### config.mk
export PLATFORM = sky130hd
export DESIGN_NAME = agu_stage
export DESIGN_NICKNAME = d
export VERILOG_FILES = /design/src/hdl/mem_pipe_pkg.sv /design/src/hdl/agu_stage.sv
export VERILOG_INCLUDE_DIRS = /design/src /design/src/hdl
export SDC_FILE = /design/constraint.sdc
export NUM_CORES = 1
export LEC_CHECK = 0
export BUFFER_PORTS_ARGS = -buffer_cell sky130_fd_sc_hd__buf_4
export CAP_MARGIN = 10
export CORE_ASPECT_RATIO = 1.2
export CORE_MARGIN = 2
export CORE_UTILIZATION = 30
export CTS_CLUSTER_DIAMETER = 40
export CTS_CLUSTER_SIZE = 12
export DETAILED_ROUTE_END_ITERATION = 12
export PLACE_DENSITY = 0.58
export SLEW_MARGIN = 20
export SYNTH_ARGS = -nofsm -noshare
export SYNTH_HDL_FRONTEND = slang
export SYNTH_SLANG_ARGS = --single-unit
### constraint.sdc
create_clock -name clk -period 9.3 [get_ports clk]
set_input_delay 0.93 -clock clk [delete_from_list [all_inputs] [get_ports clk]]
set_output_delay 0.93 -clock clk [all_outputs]
set_load 0.005 [all_outputs]
### src/hdl/mem_pipe_macros.svh
`ifndef MEM_PIPE_MACROS_SVH
`define MEM_PIPE_MACROS_SVH

`define DATA_WD     32
`define RAM_ADDR_WD 10  // byte address, 256 words
`define REG_ADDR_WD 5
`define MEM_OP_WD   4

// operation codes carried in mem_op_t
`define MEM_OP_ALU  4'd0
`define MEM_OP_LB   4'd1
`define MEM_OP_LBU  4'd2
`define MEM_OP_LH   4'd3
`define MEM_OP_LHU  4'd4
`define MEM_OP_LW   4'd5
`define MEM_OP_LWL  4'd6
`define MEM_OP_LWR  4'd7
`define MEM_OP_SB   4'd8
`define MEM_OP_SH   4'd9
`define MEM_OP_SW   4'd10

`endif

### src/hdl/mem_pipe_pkg.sv
`include "mem_pipe_macros.svh"

package mem_pipe_pkg;

    typedef logic [`DATA_WD-1:0]     word_t;
    typedef logic [`RAM_ADDR_WD-1:0] ram_addr_t;  // bits 1:0 pick the lane
    typedef logic [`REG_ADDR_WD-1:0] reg_addr_t;
    typedef logic [`MEM_OP_WD-1:0]   mem_op_t;
    typedef logic [3:0]              byte_en_t;   // one bit per byte lane

    // request from the upstream stage
    typedef struct packed {
        mem_op_t   op;
        word_t     base;
        word_t     offset;
        word_t     rt_value;  // store data, or old value for lwl/lwr
        reg_addr_t dest;
    } mem_req_t;

    // execute to memory
    typedef struct packed {
        mem_op_t   op;
        word_t     addr;      // full base + offset
        word_t     rt_value;
        reg_addr_t dest;
        logic      ex;        // address error
    } es_to_ms_t;

    // memory to write-back
    typedef struct packed {
        logic      gr_we;
        reg_addr_t dest;
        word_t     result;
        logic      ex;
    } ms_to_ws_t;

endpackage

### src/hdl/agu_stage.sv
`timescale 1ns/100ps
`include "mem_pipe_macros.svh"

module agu_stage import mem_pipe_pkg::*; (
    input  logic      clk,
    input  logic      reset,
    // from upstream
    input  logic      in_valid,
    input  mem_req_t  in_req,
    output logic      in_allowin,
    // to memory stage
    input  logic      ms_allowin,
    output logic      es_to_ms_valid,
    output es_to_ms_t es_to_ms_bus,
    // data RAM port
    output logic      ram_en,
    output byte_en_t  ram_we,
    output ram_addr_t ram_addr,
    output word_t     ram_wdata
);

    logic     es_valid;
    mem_req_t es_req;
    logic     es_fire;
    word_t    sum;
    logic     misaligned;
    byte_en_t store_be;
    word_t    store_data;

    // ready_go is always 1 here, no multi-cycle work
    assign es_fire        = es_valid && ms_allowin;
    assign in_allowin     = !es_valid || ms_allowin;
    assign es_to_ms_valid = es_valid;

    always_ff @(posedge clk) begin
        if (reset) begin
            es_valid <= 1'b0;
        end else if (in_allowin) begin
            es_valid <= in_valid;
        end
    end

    always_ff @(posedge clk) begin
        if (in_valid && in_allowin) begin
            es_req <= in_req;
        end
    end

    assign sum = es_req.base + es_req.offset;

    // alignment check per access size
    always_comb begin
        case (es_req.op)
            `MEM_OP_LW, `MEM_OP_SW:              misaligned = (sum[1:0] != 2'b00);
            `MEM_OP_LH, `MEM_OP_LHU, `MEM_OP_SH: misaligned = sum[0];
            default:                             misaligned = 1'b0;
        endcase
    end

    // lane enables and replicated store data
    always_comb begin
        store_be   = 4'b0000;  // loads and alu never write
        store_data = es_req.rt_value;
        case (es_req.op)
            `MEM_OP_SB: begin
                store_be   = 4'b0001 << sum[1:0];
                store_data = {4{es_req.rt_value[7:0]}};
            end
            `MEM_OP_SH: begin
                store_be   = sum[1] ? 4'b1100 : 4'b0011;
                store_data = {2{es_req.rt_value[15:0]}};
            end
            `MEM_OP_SW: begin
                store_be = 4'b1111;
            end
            default: ;
        endcase
    end

    // one RAM access, at the edge the record moves on
    assign ram_en    = es_fire;
    assign ram_we    = (es_fire && !misaligned) ? store_be : 4'b0000;
    assign ram_addr  = sum[`RAM_ADDR_WD-1:0];
    assign ram_wdata = store_data;

    assign es_to_ms_bus = '{
        op:       es_req.op,
        addr:     sum,
        rt_value: es_req.rt_value,
        dest:     es_req.dest,
        ex:       misaligned
    };

endmodule

Word-level counts from Yosys, hierarchy flattened. Cells that the tools add are included.

Bits in writable memories: 0. Memories: 0. Bits in latches: 0. Word-level logic and storage cells: 28. Output and inout bits: 123. Register bits: 106. Bits in read-only memories: 0.

$lt $le $gt $ge: 0. Multipliers: 0. $add $sub $neg: 1. Multiplexer cells: 5. Reductions and logical operators: 9. Div/mod/pow operators: 0. Bitwise gates (word level): 0. Equality and inequality tests: 6. Shifts and indexed selects: 1.

Operators with widths (number): $pmux W32 S2 (1); $add A32 B32 Y32 (1); $eq A4 B4 Y1 const B (3); $pmux W4 S3 (1); $eq A4 B3 Y1 const B (2); $mux W4 (2); $eq A4 B2 Y1 const B (1); $shl A1 B2 Y4 const A (1); $logic_and A1 B1 Y1 (3); $reduce_or A3 Y1 (1); $logic_not A1 Y1 (2); $pmux W1 S2 (1); $reduce_bool A2 Y1 (1); $reduce_or A2 Y1 (1); $logic_or A1 B1 Y1 (1).

Logic depth before layout (Yosys ltp). Gate-level depths: netlist of run 1.

Depth in word-level cells: 6. Depth in mapped cells: 10. Depth with buffers taken out: 10.

Worst setup path after synthesis of run 1. OpenSTA, ideal clock, no wires.

Path type: input-to-reg. Start: in ms_allowin. End: reg es_req[100] (netlist name), enable pin. Slack: 5.301 ns. Data arrival time: 3.523 ns. Buffers on the path: 0. Data required time: 8.824 ns. Cell stages on the path: 2. Cell sequence: nand2b_1 -> and2_1.

Word-level cells in the longest chain between the ends: 2.

RTL lines: start: declaration (RTL line agu_stage.sv:12) `input logic ms_allowin,`; $logic_or A1 B1 Y1 (RTL line agu_stage.sv:32) `assign in_allowin = !es_valid || ms_allowin;`; $logic_and A1 B1 Y1 (RTL line agu_stage.sv:44) `if (in_valid && in_allowin) begin`; end signal: assignment (RTL line agu_stage.sv:45) `es_req <= in_req;`; end: declaration (RTL line agu_stage.sv:23) `mem_req_t es_req;`.

No other way between the ends. A chain may end at the register's enable or synchronous reset.

==> out/metrics.yaml, run 1 <==
hold_violations: 0
syn_inst: 494
detail_route.first_pass.iterations: 6
die_h_um: 159
final_cell_area_um2: 7850
critical_path.endpoint_type: "output pin"
maxClockFrequency_mhz: 252
syn_nets: 635
rsz0062_at_grt: "false"
worst_ep_arrival_time_ns: 3.04
worst_slew_margin_rel_pct: 36.9
finalWorstPathRequiredPeriod_ns: 3.97
ys_top_cells_by_area: "edfxtp_1, buf_4, ha_1"
vdd.ir_drop.worst_mv: 0.0817
fp.dieArea_um2: 21200
floorplan.initialDensity_pct: 30.6
dp.final_hpwl_um: 11400
synth_enable_flop_cells: 105
power_leakage_nw: 3.32
postRouteAntennaNets: 0
design.final.nets: 801
finalWirelength_um: 14900
core_outline_area_um2: 19600
cts-hold-fix-buffers: 0
largest_net_degree_at_the_start_of_global_routing: 63
layout-area-overhead-vs-synth_pct: 30.6
netlist_top_cells_count: "edfxtp_1, buf_4, a21oi_1, ha_1, nand2_1"
grt_pass1_wl_um: 23000
crit_path_max_fanout: 5
cts_root_buffer: "clkbuf_16"
fin_skew_ns: 0.00768
ctsHtreeMaxLevel: 3
yosys.area.top_type_share_pct: 52.4
grt_overflow: 0
synth_top_area_cell: "edfxtp_1"
worstSetupPathType: "reg2out"
clk_latency_ns: 0.35
synth_seq_cells: 106
post_drt_via_cell_ratio: 4.62
tritoncts: "built"
most_frequently_used_flop_master_after_synthesis: "edfxtp_1"
maxSlewViolCount: 0
synth_area_um2: 6010
cts.path.max_buffers: 2
timing.final.crit_share_pct: 42.7
die-width_um: 133
syn_avg_cell_area_um2: 12.2
r2r_setup_slack_ns: 7.12
drcViolationCount: 0
ys_async_sr_fraction_pct: 0
synthMostInstantiatedCell: "edfxtp_1"
p_per_area_nw_per_um2: 163
timing.critical_path.required_ns: 8.37
row_count: 56
io_pins: 232
final_layout_size_suffix_gt1_share_pct: 42.6
cts_num_sinks: 106
first_global_vias: 4315
route.vias.total: 4269
placement.cell_area_um2: 7570
distinct_cell_type_count_after_synthesis: 58
final_replace_weighted_congestion: 0.852
drtIter0Drc: 212
cts_resized: 0
tightest_slew_ns: 0.945
max_cap_viol_count: 0
yosysWarnings: 0
setup_bufs_post_cts: 0
cts.clk_slew.worst_paths_ns: 0.08
grtUsageTotal_pct: 13.8
diodes: 0
port_buffer_count: 231
run_status: "finished, final reports clean"
detail_route.wl_per_cell_um: 16.1
worstHoldPathType: "reg2reg"
tritoncts.num_buffers: 9
antenna_found_initial: 0
timing.final.setup_violations: 0
final.setup.tns_ns: 0
timing.critical_path.from_type: "register"
synth_seq_area_share_pct: 52.8
where the power goes:
group          internal, W  switching, W  total, W  leakage [nW]
clock             0.000185      0.000185  0.000370         0.138
combinational     0.000176      0.000157  0.000333          2.16
sequential        0.000559     0.0000154  0.000575          1.02
total             0.000920      0.000357   0.00128          3.32
final timing paths:
path                        from                to  cells past startpoint
setup / recovery      es_req[69]  es_to_ms_bus[66]                     11
hold / removal    es_to_ms_valid    es_to_ms_valid                      2
setup reg to reg  es_to_ms_valid        es_req[77]                      3
hold reg to reg   es_to_ms_valid    es_to_ms_valid                      2
cells by family (layout without fill, tap and decap cells):
| family | Yosys count | count (layout) | synth area share (%) |
|---|---|---|---|
| AO/OA/AOI/OAI | 119 | 119 | 14.3 |
| XOR/XNOR | 31 | 31 | 4.52 |
| adder cells (fa/ha/maj) | 32 | 32 | 6.78 |
| buffers and inverters | 89 | 259 | 9.32 |
| flip-flops | 106 | 106 | 52.8 |
| multiplexers | 25 | 25 | 4.50 |
| AND/OR/NAND/NOR | 92 | 92 | 7.78 |
area by class of cell:
cell class,count,area (um2)
clock buffers,9,225
fillers,1920,11800
clock inverters,6,51.3
well taps,261,327
inverters,11,41.3
flip-flops and latches,106,3170
repair buffers,233,1750
multi-input cells,299,2280
per-layer routing:
| metal | vias to the layer above | track usage (%) | share of wire (%) | routed length, um |
|---|---|---|---|---|
| li1 | 2100 | - | - | - |
| met1 | 2015 | 15.3 | 39 | 5860 |
| met3 | 14 | 3.41 | 5.3 | 791 |
| met4 | 0 | 4.84 | 1.9 | 282 |
| met5 | - | 0 | 0 | 0 |
| met2 | 140 | 25.5 | 53 | 7960 |
worst max-delay path, stage by stage (launching register included):
cell	delay, ns
edfxtp_1	0.34
ha_1	0.20
inv_1	0.07
fa_1	0.44
nor2b_4	0.15
o31a_4	0.15
a41oi_4	0.20
o41ai_4	0.47
nand3_2	0.15
a41oi_2	0.22
xor2_1	0.18
buf_4	0.13
registers in the layout, indices dropped and copies added, names as in the netlist:
signal,cells
es_req,64
es_to_ms_bus,41
es_to_ms_valid,1
stage by stage:
step	power [W]	instances	hold WS (ns)	util [%]	setup slack (ns)
2_1_floorplan	0.000777	494	0.531	-	5.30
3_3_place_gp	0.000917	910	0.525	38.6	5.76
3_5_place_dp	0.000922	910	0.551	38.6	5.71
4_1_cts	0.00130	925	0.563	40.0	5.28
5_1_grt	0.00135	925	0.608	40.0	5.17
6_report	0.00128	925	0.554	40.0	5.33
layout by cell type (no fill, tap or decap), types with 3 or more instances in the layout:
master / Yosys / layout
nand2b_1: 6 / 6
nand2_1: 23 / 23
o21a_1: 7 / 7
xor2_1: 13 / 13
and3_1: 4 / 4
nor2_1: 22 / 22
a31oi_1: 6 / 6
o21ai_0: 14 / 14
ha_1: 31 / 31
buf_4: 60 / 233
mux2i_1: 9 / 9
o21ai_2: 3 / 3
nor2b_1: 9 / 8
nand3_1: 11 / 11
xnor2_1: 18 / 18
inv_1: 11 / 11
o21bai_1: 6 / 6
a21oi_1: 42 / 42
a211oi_1: 3 / 3
mux2_2: 16 / 16
edfxtp_1: 105 / 105
nand4_1: 3 / 3
a21o_1: 15 / 15
clkbuf_16: 0 / 9
(Power assumes the default switching activity.)
==> run 2, diff against run 1 <==
--- a/config.mk
+++ b/config.mk
@@ -6,6 +6,7 @@
 export SDC_FILE = /design/constraint.sdc
 export NUM_CORES = 1
 export LEC_CHECK = 0
+export ABC_AREA = 1
 export BUFFER_PORTS_ARGS = -buffer_cell sky130_fd_sc_hd__buf_4
 export CAP_MARGIN = 10
 export CORE_ASPECT_RATIO = 1.2
@@ -14,7 +15,7 @@
 export CTS_CLUSTER_DIAMETER = 40
 export CTS_CLUSTER_SIZE = 12
 export DETAILED_ROUTE_END_ITERATION = 12
-export PLACE_DENSITY = 0.58
+export PLACE_DENSITY = 0.57
 export SLEW_MARGIN = 20
 export SYNTH_ARGS = -nofsm -noshare
 export SYNTH_HDL_FRONTEND = slang
==> constraint.sdc (replaced) <==
create_clock -name clk -period 4.11 [get_ports clk]
set_input_delay 0.411 -clock clk [delete_from_list [all_inputs] [get_ports clk]]
set_output_delay 0.411 -clock clk [all_outputs]
set_load 0.005 [all_outputs]
==> run 2 against run 1 <==
Against the previous run: die area increased by 7.9%; register-to-register slack worse by 4.7 ns; hold slack lost 0.35 ns; final cell count is 34% higher; first-iteration DRC count is 22% higher; clock skew up 0.00087 ns; sequential cell count unchanged; highest routed layer unchanged.
==> out/metrics.yaml, run 2 <==
yosys.area.top_type_share_pct: 48.5
maxClockFrequency_mhz: 362
setup_bufs_post_cts: 0
syn_avg_cell_area_um2: 8.31
timing.final.crit_share_pct: 67.2
die-width_um: 138
run_status: "finished, final reports clean"
top_register: "es_req"
worstHoldPathType: "in2reg"
tritoncts.num_buffers: 9
worst_slew_margin_rel_pct: 57.2
global_route.usage.met2_pct: 27.5
r2r-end: "es_req[68]"
synthMostInstantiatedCell: "nand2_1"
final.setup.tns_ns: 0
vdd.ir_drop.worst_mv: 0.212
hold_violations: 0
worstSetupPathType: "reg2out"
max_cap_viol_count: 0
clk_latency_ns: 0.35
maxSlewViolCount: 0
cts.path.max_buffers: 2
core_outline_area_um2: 21500
use_met3_pct: 5.62
post_drt_via_cell_ratio: 4.31
most_frequently_used_flop_master_after_synthesis: "edfxtp_1"
report.power.total_w: 0.00299
floorplan.initialDensity_pct: 30.3
layout_setup_ws_ns: 1.35
largest_register_ff_count: 64
commonest_non_fill_non_tap_cell_in_the_layout: "nand2_1"
grt_pass1_wl_um: 27300
layout-area-overhead-vs-synth_pct: 30.0
place_worst_setup_slack_ns: 1.72
r2r_setup_slack_ns: 2.39
layout.cells.most_common_list: "nand2_1, buf_4, inv_1, edfxtp_1, nor2_1"
rsz0062_at_grt: "false"
design.final.nets: 1104
p_per_area_nw_per_um2: 353
tritoncts: "built"
first_global_vias: 5384
cts_num_sinks: 106
dp.final_hpwl_um: 14700
fp.dieArea_um2: 22900
die_h_um: 165
r2r_start: "es_to_ms_valid"
route.vias.total: 5358
synth_seq_area_share_pct: 48.8
cts-hold-fix-buffers: 0
detail_route.first_pass.iterations: 5
tightest_slew_ns: 0.641
drcViolationCount: 0
final_replace_weighted_congestion: 0.816
postRouteAntennaNets: 0
detail_route.wl_per_cell_um: 14.4
netlist_top_cells_count: "nand2_1, inv_1, edfxtp_1, buf_4, nor2_1"
row_count: 59
ctsHtreeMaxLevel: 3
io_pins: 232
min_path_cells: 2
antenna_found_initial: 2
timing.final.setup_violations: 0
synth_area_um2: 6500
min-delay-start: "reset"
drtIter0Drc: 258
port_buffer_count: 231
ys_top_cells_by_area: "edfxtp_1, nand2_1, inv_1"
crit_path_max_fanout: 6
cts_root_buffer: "clkbuf_16"
timing.critical_path.from_type: "register"
finalWirelength_um: 17900
r2r_cells: 2
cts.clk_slew.worst_paths_ns: 0.07
timing.critical_path.required_ns: 3.70
worst_hold_path.endpoint: "es_to_ms_valid"
cts_resized: 0
use_met1_pct: 16.8
finalWorstPathRequiredPeriod_ns: 2.76
syn_inst: 783
synth_top_area_cell: "edfxtp_1"
largest_net_degree_at_the_start_of_global_routing: 66
top_usage_layer: "met2"
grt_overflow: 0
power_leakage_nw: 4.33
ys_async_sr_fraction_pct: 0
worst_ep_arrival_time_ns: 2.35
final_layout_size_suffix_gt1_share_pct: 26.7
synth_seq_cells: 106
hold-worst-slack_ns: 0.208
fin_skew_ns: 0.00854
synth_enable_flop_cells: 105
distinct_cell_type_count_after_synthesis: 30
grtUsageTotal_pct: 15.4
yosysWarnings: 0
critical_path.endpoint_type: "output pin"
syn_nets: 924
==> run 2: cell types whose count changed in the layout (fill, tap and decap cells not counted), sizes merged, moves of 10 or more <==
cell,change
nand3,+21
nor2,+29
nand2,+262
nor2b,-10
mux2,-16
inv,+124
a21o,-14
xnor2,-15
a21oi,-21
==> run 2: final cells by class <==
type / count / area [um2]
flip-flops and latches: 106 / 3170
well taps: 274 / 343
multi-input cells: 475 / 2340
diodes: 2 / 5.00
fillers: 2221 / 13000
repair buffers: 233 / 1760
inverters: 138 / 518
clock buffers: 13 / 240
clock inverters: 3 / 67.6
==> run 2: critical path, cell delays in order, from the launching register on <==
cell	delay (ns)
edfxtp_1	0.33
ha_1	0.20
inv_1	0.07
fa_1	0.60
inv_1	0.15
o21ai_0	0.16
and2_1	0.18
nand2_1	0.10
nor2_1	0.10
buf_4	0.12
==> run 2: worst max path at each step <==
stage                     cells after the start             start            end  slack, ns
after floorplan                               2        ms_allowin    es_req[100]       0.15
after global placement                        7  es_to_ms_bus[72]  ram_wdata[28]       1.77
after detailed placement                      9        es_req[37]      ram_we[3]       1.72
after CTS                                     9        es_req[37]      ram_we[3]       1.32
after global routing                          9        es_req[37]      ram_we[3]       1.09
final                                         9        es_req[37]      ram_we[3]       1.35
==> run 2: metal layers <==
layer	routed length (um)	part of all wire, %	vias up
li1	-	-	2772
met2	8900	50	185
met4	388	2.2	0
met1	7060	40	2382
met3	1510	8.5	19
met5	0	0	-
==> run 2: where the power goes <==
part,switching [W],total [W],internal [W]
logic,0.000398,0.000763,0.000365
registers,0.0000318,0.00130,0.00126
clock network,0.000392,0.000929,0.000536
total,0.000822,0.00299,0.00217
==> run 2: logic make-up after synthesis <==
family / count (synthesis) / share of synthesized area, %
compound gates: 48 / 4.27
xor+xnor: 15 / 2.02
fa+ha+maj: 32 / 6.27
buf+inv: 202 / 15.3
flops: 106 / 48.8
simple gates: 380 / 23.3
==> run 2: through the flow <==
| step | cell area (um2) | util [%] | std cells |
|---|---|---|---|
| after floorplan | 6510 | - | 783 |
| after global placement | 8140 | 37.9 | 1226 |
| after detailed placement | 8140 | 37.9 | 1226 |
| after CTS | 8450 | 39.3 | 1242 |
| after global routing | 8450 | 39.3 | 1242 |
| final | 8450 | 39.4 | 1244 |
