$ cat config.mk
export PLATFORM = sky130hd
export DESIGN_NAME = mem_stage
export DESIGN_NICKNAME = d
export VERILOG_FILES = /design/src/hdl/mem_pipe_pkg.sv /design/src/hdl/mem_stage.sv
export VERILOG_INCLUDE_DIRS = /design/src /design/src/hdl
export SDC_FILE = /design/constraint.sdc
export NUM_CORES = 1
export LEC_CHECK = 0
export BUFFER_PORTS_ARGS = -buffer_cell sky130_fd_sc_hd__buf_4
export CAP_MARGIN = 25
export CORE_ASPECT_RATIO = 1.25
export CORE_UTILIZATION = 39
export CTS_CLUSTER_DIAMETER = 150
export DETAILED_ROUTE_END_ITERATION = 6
export PLACE_DENSITY = 0.64
export SYNTH_ARGS = -nofsm -noshare
export SYNTH_HDL_FRONTEND = slang
export SYNTH_SLANG_ARGS = --single-unit
$ cat constraint.sdc
create_clock -name clk -period 3.4 [get_ports clk]
set_clock_uncertainty 0.15 [all_clocks]
set_input_delay 0.68 -clock clk [delete_from_list [all_inputs] [get_ports clk]]
set_output_delay 0.68 -clock clk [all_outputs]
set_load 0.005 [all_outputs]
$ cat src/hdl/mem_pipe_macros.svh
`ifndef MEM_PIPE_MACROS_SVH
`define MEM_PIPE_MACROS_SVH

`define DATA_WD     32
`define RAM_ADDR_WD 10  // byte address, 256 words
`define REG_ADDR_WD 5
`define MEM_OP_WD   4

// operation codes carried in mem_op_t
`define MEM_OP_ALU  4'd0
`define MEM_OP_LB   4'd1
`define MEM_OP_LBU  4'd2
`define MEM_OP_LH   4'd3
`define MEM_OP_LHU  4'd4
`define MEM_OP_LW   4'd5
`define MEM_OP_LWL  4'd6
`define MEM_OP_LWR  4'd7
`define MEM_OP_SB   4'd8
`define MEM_OP_SH   4'd9
`define MEM_OP_SW   4'd10

`endif

$ cat src/hdl/mem_pipe_pkg.sv
`include "mem_pipe_macros.svh"

package mem_pipe_pkg;

    typedef logic [`DATA_WD-1:0]     word_t;
    typedef logic [`RAM_ADDR_WD-1:0] ram_addr_t;  // bits 1:0 pick the lane
    typedef logic [`REG_ADDR_WD-1:0] reg_addr_t;
    typedef logic [`MEM_OP_WD-1:0]   mem_op_t;
    typedef logic [3:0]              byte_en_t;   // one bit per byte lane

    // request from the upstream stage
    typedef struct packed {
        mem_op_t   op;
        word_t     base;
        word_t     offset;
        word_t     rt_value;  // store data, or old value for lwl/lwr
        reg_addr_t dest;
    } mem_req_t;

    // execute to memory
    typedef struct packed {
        mem_op_t   op;
        word_t     addr;      // full base + offset
        word_t     rt_value;
        reg_addr_t dest;
        logic      ex;        // address error
    } es_to_ms_t;

    // memory to write-back
    typedef struct packed {
        logic      gr_we;
        reg_addr_t dest;
        word_t     result;
        logic      ex;
    } ms_to_ws_t;

endpackage

$ cat src/hdl/mem_stage.sv
`timescale 1ns/100ps
`include "mem_pipe_macros.svh"

module mem_stage import mem_pipe_pkg::*; (
    input  logic      clk,
    input  logic      reset,
    // from execute stage
    input  logic      es_to_ms_valid,
    input  es_to_ms_t es_to_ms_bus,
    output logic      ms_allowin,
    // from data RAM
    input  word_t     ram_rdata,
    // to write-back
    input  logic      ws_allowin,
    output logic      ms_to_ws_valid,
    output ms_to_ws_t ms_to_ws_bus
);

    logic        ms_valid;
    es_to_ms_t   ms_rec;
    logic [1:0]  lane;
    logic [7:0]  lb_byte;
    logic [15:0] lh_half;
    word_t       lwl_data;
    word_t       lwr_data;
    word_t       final_result;
    logic        gr_we;

    assign ms_allowin     = !ms_valid || ws_allowin;
    assign ms_to_ws_valid = ms_valid;

    always_ff @(posedge clk) begin
        if (reset) begin
            ms_valid <= 1'b0;
        end else if (ms_allowin) begin
            ms_valid <= es_to_ms_valid;
        end
    end

    always_ff @(posedge clk) begin
        if (es_to_ms_valid && ms_allowin) begin
            ms_rec <= es_to_ms_bus;
        end
    end

    assign lane    = ms_rec.addr[1:0];
    assign lb_byte = ram_rdata[{lane, 3'b000} +: 8];  // little-endian lanes
    assign lh_half = lane[1] ? ram_rdata[31:16] : ram_rdata[15:0];

    // unaligned word merge with the old register value
    always_comb begin
        case (lane)
            2'd0: begin
                lwl_data = {ram_rdata[7:0], ms_rec.rt_value[23:0]};
                lwr_data = ram_rdata;
            end
            2'd1: begin
                lwl_data = {ram_rdata[15:0], ms_rec.rt_value[15:0]};
                lwr_data = {ms_rec.rt_value[31:24], ram_rdata[31:8]};
            end
            2'd2: begin
                lwl_data = {ram_rdata[23:0], ms_rec.rt_value[7:0]};
                lwr_data = {ms_rec.rt_value[31:16], ram_rdata[31:16]};
            end
            default: begin
                lwl_data = ram_rdata;
                lwr_data = {ms_rec.rt_value[31:8], ram_rdata[31:24]};
            end
        endcase
    end

    always_comb begin
        gr_we        = 1'b1;
        final_result = ms_rec.addr;  // alu result
        if (ms_rec.ex) begin
            // faulting address goes out instead of data
            gr_we        = 1'b0;
            final_result = {{(`DATA_WD-`RAM_ADDR_WD){1'b0}}, ms_rec.addr[`RAM_ADDR_WD-1:0]};
        end else begin
            case (ms_rec.op)
                `MEM_OP_LB:  final_result = {{24{lb_byte[7]}}, lb_byte};
                `MEM_OP_LBU: final_result = {24'd0, lb_byte};
                `MEM_OP_LH:  final_result = {{16{lh_half[15]}}, lh_half};
                `MEM_OP_LHU: final_result = {16'd0, lh_half};
                `MEM_OP_LW:  final_result = ram_rdata;
                `MEM_OP_LWL: final_result = lwl_data;
                `MEM_OP_LWR: final_result = lwr_data;
                `MEM_OP_SB, `MEM_OP_SH, `MEM_OP_SW: begin
                    gr_we        = 1'b0;
                    final_result = ms_rec.rt_value;
                end
                default: ;
            endcase
        end
    end

    assign ms_to_ws_bus = '{
        gr_we:  gr_we,
        dest:   ms_rec.dest,
        result: final_result,
        ex:     ms_rec.ex
    };

endmodule
; ---- Word-level counts from Yosys, hierarchy flattened
; Cells that the tools add are included.
[word_totals]
ff_bits = 75
inputBits = 110
output_inout_bits = 41
word_cells = 31
[op_classes]
eq_ne = 12
n_shift = 1
n_mux = 7
reduce_logical = 5
[op_table]
columns = cell, count
row1 = 32-bit one-hot mux with 8 select lines, 1
row2 = 32-bit one-hot mux with 3 select lines, 2
row3 = 32-bit 2-to-1 mux, 1
row4 = 32-bit by 6-bit variable part select with 8-bit output, 1
row5 = 4-bit by 3-bit equality test with 1-bit output (second input constant), 4
row6 = 16-bit 2-to-1 mux, 1
row7 = 4-bit equality test (second input constant), 3
row8 = 4-bit by 2-bit equality test with 1-bit output (second input constant), 2
row9 = 4-bit by 1-bit equality test with 1-bit output (second input constant), 1
row10 = 3-bit OR reduction, 1
row11 = 2-bit by 1-bit equality test with 1-bit output (second input constant), 1
row12 = 2-bit equality test (second input constant), 1
row13 = 2-bit zero test, 1
row14 = 1-bit 2-to-1 mux, 2
row15 = 1-bit logical AND, 1
row16 = 1-bit zero test, 1
row17 = 1-bit logical OR, 1

; ---- Depth between registers and ports, before layout
; Gate-level depths: netlist of the first run.
[depth]
depth_word = 4
ltp_mapped = 8
ltp_nobuf = 5

; ---- Worst setup path before layout of the first run
; No wires, ideal clock.
[synth_timing]
path_type = input-to-reg
start = input port ws_allowin
end = register ms_rec (netlist bit lane[0]) (enable)
arrival_time_ns = 2.577
required_ns = 2.810
slack_ns = 0.233
cell_stages = 2
n_path_buf = 0
path_cell_list = nand2b_1 > and2_1
[synth_between]
elab_chain_len = 2
[synth_rtl]
columns = element, line
row1 = start: declaration, mem_stage.sv:14  ; input logic ws_allowin,
row2 = 1-bit logical OR, mem_stage.sv:29  ; assign ms_allowin = !ms_valid || ws_allowin;
row3 = 1-bit logical AND, mem_stage.sv:41  ; if (es_to_ms_valid && ms_allowin) begin
row4 = end signal: assignment, mem_stage.sv:42  ; ms_rec <= es_to_ms_bus;
row5 = end: declaration, mem_stage.sv:20  ; es_to_ms_t ms_rec;
; Every way passes these cells.
; A chain may end at the register's enable or synchronous reset.

==> results by stage, run 1 <==
Logic synthesis:
- The synthesized netlist net count is 492.
- The synthesized netlist occupies a cell area of 4516 um2.
- Synthesis handed over a netlist of 382 instances.
- The share of synthesized area in the top cell type comes to 0.4921.
- The predominant post-synthesis flop cell is sky130_fd_sc_hd__edfxtp_1.
- Synthesis inferred 75 register bits.
- Summed over all instances, the cell type with the most area after synthesis is sky130_fd_sc_hd__edfxtp_1.
- After synthesis, the most frequently instantiated cells are sky130_fd_sc_hd__edfxtp_1 (74), sky130_fd_sc_hd__nor2_1 (55), sky130_fd_sc_hd__a21oi_1 (25), sky130_fd_sc_hd__mux2i_1 (22), sky130_fd_sc_hd__nand2_1 (19).
- The number of enable flip-flop cells after synthesis is 74.
- The sequential share of the synthesized area is 0.4965.
- By area the synthesized netlist is led by sky130_fd_sc_hd__edfxtp_1 (49%), sky130_fd_sc_hd__mux4_2 (8.5%), sky130_fd_sc_hd__mux2i_1 (4.9%).
- sky130_fd_sc_hd__edfxtp_1 is the most common cell in the netlist.
- The number of different library cells used by synthesis comes to 48.
- The share of synthesized flip-flops with an asynchronous set or reset is 0.
- The synthesis warning total is 0.
- Averaged over all synthesized cells, the footprint is 11.82 um2.

Routing:
- In the routed layout, each cell is associated on average with a via count of 6.067.
- The first-pass iteration count of the detailed router is 7.
- In the final routed layout, each cell accounts on average for 21.50 um.
- The number of vias after detailed routing is 4095.
- The first routing iteration left 391 violations.
- In the routed design, unresolved DRC markers number 8.
- The final wirelength is 14510 um.
- The detail route stage leaves a number of antenna-violating nets equal to 0.

Global routing:
- Entering global routing, the biggest net connects 75 pins.
- The number of antenna violations at the first check in global routing came to 0.
- The aggregate global routing overflow is 0.
- The first-pass GRT wire length is 21690 um.
- The overall routing resource usage is 0.2394.
- The via count of the first global-routing pass is 3898.

Pwr:
- The share of total power dissipated in combinational logic is 0.210.
- The switching power total is 707.2 uW.
- Across the VDD grid, the largest voltage drop is 0.0002539 V.
- The relative contribution of the clock network to total power is 0.370.
- The areal power density over the cells is 429.9 nW/um2.
- The internal power of the cells is 1942 uW.
- The total power consumption of the routed design is 2649 uW.
- In this run the static leakage power is 0.002427 uW.
- The switching share of power is 0.2669.
- The fraction of power consumed by sequential logic is 0.420.

Timing:
- The final count of hold timing violations was 0.
- Setup violations remaining at the end of the flow were counted as 0.
- Static timing analysis puts the maximum clock frequency at 0.3009 GHz.
- The slew at the pin with the worst max-slew slack is 0.5020 ns.
- The worst path needs 3.324 ns of the cycle, external delays included.
- The max-slew violation count was 0.
- The remaining max-slew budget at the tightest pin is 0.6653.
- In the finished design, the share of the clock period the worst path needs comes to 0.9775.
- On the final layout, the worst hold slack is 0.3438 ns.

Clock tree:
- The clock-pin slew on the worst setup and hold paths is 0.06 ns.
- Buffers inserted during clock tree synthesis total 9.
- The tree built by TritonCTS fans out to 75 sinks.
- The clock passes through at most 2 buffers.
- The H-tree depth is 3.
- Clock latency on the worst-skew pair, taken at its later pin, is 0.34 ns.
- The number of buffers inserted by hold repair at cts is 0.
- The TritonCTS clock tree is done.
- The root buffer cell chosen for the clock tree is sky130_fd_sc_hd__clkbuf_16.

Layout:
- With fillers left out, the area of the finished cells amounts to 6162 um2.
- The layout net count is 645.
- After filler insertion, the fill cell instance count of the layout stands at 979.
- The fraction of layout instances using a drive strength above 1 is 0.4333.
- The final standard cell count with taps included and fillers excluded is 675.
- 0 antenna diodes ended up in the layout.
- The area added between synthesis and finish is 36.46%.

Worst setup path:
- Across all register-to-register paths, the minimum setup slack is 1.93 ns.
- The startpoint type of the worst setup path is a register.
- Of all nets on the critical path, the largest fanout is 11.
- The arrival time reported for the critical path endpoint is 2.49 ns.
- The startpoint identified for the worst register-to-register timing path is ms_to_ws_valid.
- By startpoint and endpoint, the worst setup path is classified as register to output port.
- The number of cells on the worst reg-to-reg path is 3.
- The endpoint of the worst register-to-register path is ms_rec[72].
- The required time of the worst setup path is 2.57 ns.
- STA classifies the critical path endpoint as an output port.

Placement:
- The instance area at placement is 5794 um2.
- The total instance count after detailed placement is 651.
- The sum of net half-perimeters after detailed placement is 10440 um.
- Routability-driven placement finished with a final weighted congestion of 0.8867.
- During placement, the flow inserted port buffers numbering 150.

Floorplanning:
- For this configuration, the core starts out at a cell density of 0.4035.
- The x dimension of the die is 98.25 um.
- The floorplan has 43 rows.
- The area of the core is 11190 um2.
- Measured along the y axis, the die boundary spans 122.3 um.
- The count of boundary I/O pins is 151.
- The floorplan die area is 12020 um2.

Worst hold path:
- The tightest min-delay check is of the primary input to register type.
- The startpoint identified for the worst hold timing path is reset.
- The hold path endpoint is ms_to_ws_valid.
- The worst hold path was traced through 2 stages.

Status:
- The flow ran to the end, but the final reports show violations.
- The checks that failed: DRC.

Job:
- Across the run, the number of max-cap violations was 0.
[power by group through the flow]
stage	clock, uW	combinational [uW]	sequential (uW)
floorplan	0	278	1120
global placement	0	534	1130
detailed placement	0	538	1130
CTS	995	542	1120
global route	1030	595	1120
finish	980	556	1110
[state kept, by name, summed over array words and instances, names as in the netlist]
name,flops
ms_to_ws_valid,1
ms_rec,66
ms_to_ws_bus,6
lane,2
[through the flow]
| step | util | TNS, ns | worst slack, ns |
|---|---|---|---|
| 2_1_floorplan | - | 0 | 0.2330 |
| 3_3_place_gp | 0.5178 | 0 | 0.3461 |
| 3_5_place_dp | 0.5178 | 0 | 0.2973 |
| 4_1_cts | 0.5448 | 0 | 0.02125 |
| 5_1_grt | 0.5506 | -0.0003164 | -0.0003164 |
| 6_report | 0.5506 | 0 | 0.07643 |
[area by class of cell]
class	instances	area, um2	share of cell area
clock buffer	9	225.2	0.03655
clock inverter	7	73.82	0.01198
multi-input combinational	264	2043	0.3316
inverter	4	15.01	0.002437
sequential	75	2242	0.3639
tap	135	168.9	0.02741
timing repair buffer	181	1394	0.2262
[worst max-delay path, stage by stage (launching register included)]
cell and delay, ns:
sky130_fd_sc_hd__edfxtp_1 0.56, sky130_fd_sc_hd__and3b_2 0.34, sky130_fd_sc_hd__buf_4 0.21, sky130_fd_sc_hd__a22oi_1 0.16, sky130_fd_sc_hd__o22ai_1 0.11, sky130_fd_sc_hd__a221oi_1 0.43, sky130_fd_sc_hd__a311oi_1 0.18, sky130_fd_sc_hd__buf_4 0.17
[metal layers]
layer,vias to the layer above,global-route usage,part of all wire
met2,229,0.3816,0.47
met4,0,0.08209,0.025
li1,1852,-,-
met1,1981,0.3231,0.42
met3,33,0.05467,0.084
met5,-,0,0
[logic make-up (layout without fill, tap and decap cells)]
family | after synthesis | after routing | share of synthesized area
AOI/OAI and AO/OA | 118 | 118 | 0.1931
xor gates and xnor gates | 1 | 1 | 0.001940
buffers and inverters | 43 | 201 | 0.05403
DFF | 75 | 75 | 0.4965
muxes | 47 | 47 | 0.1535
and+or+nand+nor | 98 | 98 | 0.1009
[placed cells by master, fill, tap and decap left out, types with 13 or more instances in the layout]
| master | Yosys | routed |
|---|---|---|
| sky130_fd_sc_hd__nand2_1 | 19 | 19 |
| sky130_fd_sc_hd__nor2_1 | 55 | 54 |
| sky130_fd_sc_hd__a21oi_1 | 25 | 25 |
| sky130_fd_sc_hd__mux2i_1 | 22 | 22 |
| sky130_fd_sc_hd__edfxtp_1 | 74 | 74 |
| sky130_fd_sc_hd__a222oi_1 | 16 | 16 |
| sky130_fd_sc_hd__buf_4 | 14 | 177 |
| sky130_fd_sc_hd__a22oi_1 | 16 | 16 |
| sky130_fd_sc_hd__mux4_2 | 17 | 17 |
| sky130_fd_sc_hd__a311oi_1 | 13 | 13 |
[worst max path at each step]
| stage | slack [ns] | to | from | depth (start not counted) |
|---|---|---|---|---|
| 2_1_floorplan | 0.23 | lane[0] | ws_allowin | 2 |
| 3_3_place_gp | 0.35 | ms_to_ws_bus[15] | ram_rdata[31] | 6 |
| 3_5_place_dp | 0.30 | ms_to_ws_bus[11] | ram_rdata[31] | 6 |
| 4_1_cts | 0.02 | ms_to_ws_bus[13] | lane[1] | 7 |
| 5_1_grt | -0.0003 | ms_to_ws_bus[14] | ms_rec[72] | 7 |
| 6_report | 0.08 | ms_to_ws_bus[14] | ms_rec[73] | 7 |
[what timing repair did]
action / in CTS / in global routing
endpoints found under the setup margin: 1 / 23
resized for setup: 1 / 4
hold endpoints to repair: 0 / 0
buffers inserted: 0 / 8
No activity file was read; power rests on OpenSTA's default activity.
==> run 2: changes to the inputs <==
--- a/config.mk
+++ b/config.mk
@@ -6,13 +6,15 @@
 export SDC_FILE = /design/constraint.sdc
 export NUM_CORES = 1
 export LEC_CHECK = 0
+export ABC_AREA = 1
+export ABC_CLOCK_PERIOD_IN_PS = 3400
 export BUFFER_PORTS_ARGS = -buffer_cell sky130_fd_sc_hd__buf_4
 export CAP_MARGIN = 25
 export CORE_ASPECT_RATIO = 1.25
 export CORE_UTILIZATION = 39
 export CTS_CLUSTER_DIAMETER = 150
 export DETAILED_ROUTE_END_ITERATION = 6
-export PLACE_DENSITY = 0.64
+export PLACE_DENSITY = 0.63
 export SYNTH_ARGS = -nofsm -noshare
 export SYNTH_HDL_FRONTEND = slang
 export SYNTH_SLANG_ARGS = --single-unit
==> run 2 against run 1 <==
Sequential power about the same. The flow now finishes without violations. Area after synthesis increased by 17%. Register-to-register slack got worse by 0.04 ns. Clock power increased by 2%. Routed wire length increased by 18%.
==> results by stage, run 2 <==
Status:
- The flow ran to the end, and the final reports show no timing, DRC or antenna violations.

Timing:
- The minimum clock period was 3.173 ns (-0.1503 ns).
- The max-slew violation count is 0 (unchanged).
- The final count of negative-setup-slack endpoints came to 0 (unchanged).
- The portion of the clock cycle consumed by the worst path in the final layout is 0.9333 (-0.04422).
- The setup total negative slack is 0 ns (unchanged).
- The final count of hold timing violations came to 0 (unchanged).
- The maximum operating frequency is 0.3151 GHz (+4.7%).
- The slew at the pin with the worst max-slew slack was 0.5088 ns (+0.006806 ns).
- Setup repair after global routing left no endpoint under its margin.
- The remaining max-slew budget at the tightest pin came to 0.6607 (-0.004582).

Logic synthesis:
- The synthesis-stage register bit count is 75 (unchanged).
- The synthesized netlist net count is 877 (+78%).
- The synthesized area divided by synthesized cell count is 6.886 um2 (-42%).
- Summed over all instances, the cell type with the most area after synthesis is sky130_fd_sc_hd__edfxtp_1.
- The number of different library cells in the post-synthesis netlist is 26 (-46%).
- The sequential share of the synthesized area was 0.4245 (-0.07199).
- The synthesis warning total came to 0 (unchanged).
- The number of enable flip-flop cells after synthesis came to 74 (unchanged).
- Yosys attributes the largest share of cell area to sky130_fd_sc_hd__edfxtp_1 (42%), sky130_fd_sc_hd__nand2_1 (20%), sky130_fd_sc_hd__nand3_1 (8.4%).
- The share of synthesized flip-flops with an asynchronous set or reset is 0 (unchanged).
- Sorting the synthesized cells by how often they occur yields sky130_fd_sc_hd__nand2_1 (283), sky130_fd_sc_hd__nor2_1 (106), sky130_fd_sc_hd__nand3_1 (89), sky130_fd_sc_hd__edfxtp_1 (74), sky130_fd_sc_hd__o21ai_0 (57).
- The top-area cell type share of the netlist area is 0.4208 (-0.07135).
- The most used standard cell by instance count after synthesis is sky130_fd_sc_hd__nand2_1.
- The synthesized cell area is 5281 um2 (+17%).
- The cell count after synthesis came to 767 (+100%).
- The predominant post-synthesis flop cell is sky130_fd_sc_hd__edfxtp_1.

Global routing:
- The first-pass GRT wire length is 26720 um (+23%).
- The number of antenna violations at the first check in global routing is 0 (unchanged).
- The aggregate global routing overflow came to 0 (unchanged).
- The overall routing resource usage came to 0.2523 (+0.01287).
- The via count of the first global-routing pass came to 5094 (+31%).
- The maximum number of pins on one net before global-route repair was 70 (-6.7%).

Layout:
- In the layout the commonest cells are sky130_fd_sc_hd__nand2_1 (283), sky130_fd_sc_hd__buf_4 (165), sky130_fd_sc_hd__nor2_1 (106).
- The number of fillers in the final layout is 1378 (+41%).
- The flip-flop count of the largest register, all copies and words added was 66 (unchanged).
- More flip-flops sit in one register than any other, and that register is ms_rec.
- The layout net count came to 1013 (+57%).
- The final standard cell count with taps included and fillers excluded is 1079 (+60%).
- The most frequent standard cell in the layout excluding fill and tap cells is sky130_fd_sc_hd__nand2_1.
- The final standard cell area without fillers came to 6827 um2 (+11%).
- The fraction of layout instances using a drive strength above 1 is 0.2335 (-0.1999).
- The number of diodes is 0 (unchanged).
- Compared with the post-synthesis result, the final layout area differs by 29.26%.

Worst setup path:
- The critical path goes through nand2_1 -> inv_1 -> buf_4 -> a21oi_1 -> nand2_1 -> nand3_1 -> nor2_1 -> nor2_1 -> buf_4.
- The required time of the worst setup path was 2.57 ns (about the same).
- In this run the critical register-to-register path is captured at ms_rec[73].
- The slowest stage of the critical path belongs to the cell sky130_fd_sc_hd__edfxtp_1.
- The startpoint type of the worst setup path is a register.
- The maximum single-stage delay on the critical path was 0.61 ns (+0.05 ns).
- The setup slack of the most critical reg-to-reg path is 1.89 ns (-0.04 ns).
- The number of cells on the worst reg-to-reg path is 2 (-1).
- The critical register-to-register path startpoint is ms_to_ws_valid.
- The arrival time reported for the critical path endpoint came to 2.34 ns (-0.15 ns).
- The highest net fanout along the worst path is 15 (+4).
- The capturing element type of the critical path is an output port.
- The worst setup path is of the register to output port kind.

Routing:
- The via count normalized by instance count is 5.036 (-17%).
- The number of DRC markers in iteration 0 is 561 (+43%).
- The average routed wire per standard cell came to 15.87 um (-26%).
- The number of vias after detailed routing is 5434 (+33%).
- The number of remaining DRC errors was 0 (-8).
- The post-route antenna net violation count was 0 (unchanged).
- The final wirelength is 17120 um (+18%).
- The first-pass iteration count of the detailed router is 5 (-2).

Clock tree:
- The clock-pin slew on the worst setup and hold paths is 0.06 ns (about the same).
- The clock latency on the worst-skew pair is 0.35 ns (about the same).
- The TritonCTS clock tree is done.
- The number of gates given a new drive strength after cts was 0 (-1).
- The tree is rooted in a sky130_fd_sc_hd__clkbuf_16.
- The number of buffers inserted to repair setup after CTS came to 0 (unchanged).
- The sink count of the clock tree was 75 (unchanged).
- The number of buffers created by CTS came to 9 (unchanged).
- The number of buffers on the longest clock path is 2 (unchanged).
- The number of buffers inserted by hold repair at cts came to 0 (unchanged).
- The H-tree depth came to 3 (unchanged).

Placement:
- The instance area at placement is 6518 um2 (+12%).
- The sum of net half-perimeters after detailed placement is 12890 um (+23%).
- The total instance count after detailed placement is 1063 (+63%).
- The final estimated routing congestion in global placement came to 0.9258 (+4.4%).
- The count of buffers inserted at the top-level ports came to 150 (unchanged).

Pwr:
- The areal power density over the cells is 396.4 nW/um2 (-7.8%).
- The standby leakage power is 0.003253 uW (+34%).
- The peak ir drop on the vdd network is 0.0002424 V (-4.5%).

Floorplanning:
- The row count came to 47 (+9.3%).
- The count of boundary I/O pins is 151 (unchanged).
- The floorplan die area is 14010 um2 (+17%).
- The effective utilization at floorplan was 0.3991 (-0.004362).
- The area of the core is 13230 um2 (+18%).
- The height of the die is 132.1 um (+8.0%).
- The x dimension of the die is 106.1 um (+8.0%).

Worst hold path:
- The worst hold path belongs to the class primary input to register.
- The hold path endpoint is ms_to_ws_valid.
- The depth of the worst hold-timing path is 2 (unchanged).
- The worst hold path begins at reset.

Job:
- The count of maximum capacitance violations is 0 (unchanged).
run 2: cell types whose count changed after synthesis, sizes merged, moves of 17 or more:
cell   delta
mux2i    -22
nand2   +276
nor2     +59
mux4     -17
nand3    +88
o21ai    +54
inv      +52
run 2: report_power, final:
group | total [uW] | leakage (uW) | internal [uW] | switching (uW)
clock | 997 | 0.000149 | 581 | 417
combinational | 599 | 0.00238 | 252 | 348
sequential | 1110 | 0.000724 | 1080 | 27.5
run 2: logic make-up after synthesis:
logic type,after synthesis,share of synthesized area
and+or+nand+nor,506,0.4032
AOI/OAI and AO/OA,89,0.08505
DFF,75,0.4245
buffers and inverters,97,0.08718
run 2: worst max-delay path, delay by kind of cell (launching register included):
kind,cells,cell delay [ns]
DFF,1,0.61
and+or+nand+nor,5,0.59
AOI/OAI and AO/OA,1,0.12
buffers and inverters,3,0.68
run 2: cell type report:
class | count | area, um2 | share of cell area
Multi-Input combinational cell | 595 | 2590 | 0.3794
Sequential cell | 75 | 2242 | 0.3284
Timing Repair Buffer | 166 | 1259 | 0.1844
Clock buffer | 9 | 225.2 | 0.03299
Tap cell | 171 | 214.0 | 0.03134
Inverter | 56 | 212.7 | 0.03116
Clock inverter | 7 | 83.83 | 0.01228
run 2: how the worst max path moves through the flow:
stage / startpoint / end / slack (ns)
finish: lane[0] / ms_to_ws_bus[15] / 0.23
global route: lane[1] / ms_to_ws_bus[10] / 0.06
CTS: ms_rec[71] / ms_to_ws_bus[8] / 0.23
detailed placement: ms_rec[71] / ms_to_ws_bus[8] / 0.62
global placement: lane[0] / ms_to_ws_bus[15] / 0.65
floorplan: ws_allowin / lane[0] / 0.83
run 2: through the flow:
stage | hold WS [ns] | utilization | power (uW) | setup WS (ns)
floorplan | 0.3919 | - | 1445 | 0.8274
global placement | 0.3864 | 0.4926 | 1724 | 0.6455
detailed placement | 0.3843 | 0.4926 | 1726 | 0.6232
CTS | 0.3095 | 0.5159 | 2725 | 0.2286
global route | 0.3167 | 0.5159 | 2824 | 0.05997
finish | 0.3166 | 0.5159 | 2706 | 0.2268
run 2: metal layers:
metal / vias to the layer above / GRT usage / wire length (um)
met3: 37 / 0.05289 / 1326
met4: 0 / 0.1227 / 583
li1: 2755 / - / -
met5: - / 0 / 0
met1: 2414 / 0.3252 / 7125
met2: 228 / 0.4016 / 8083
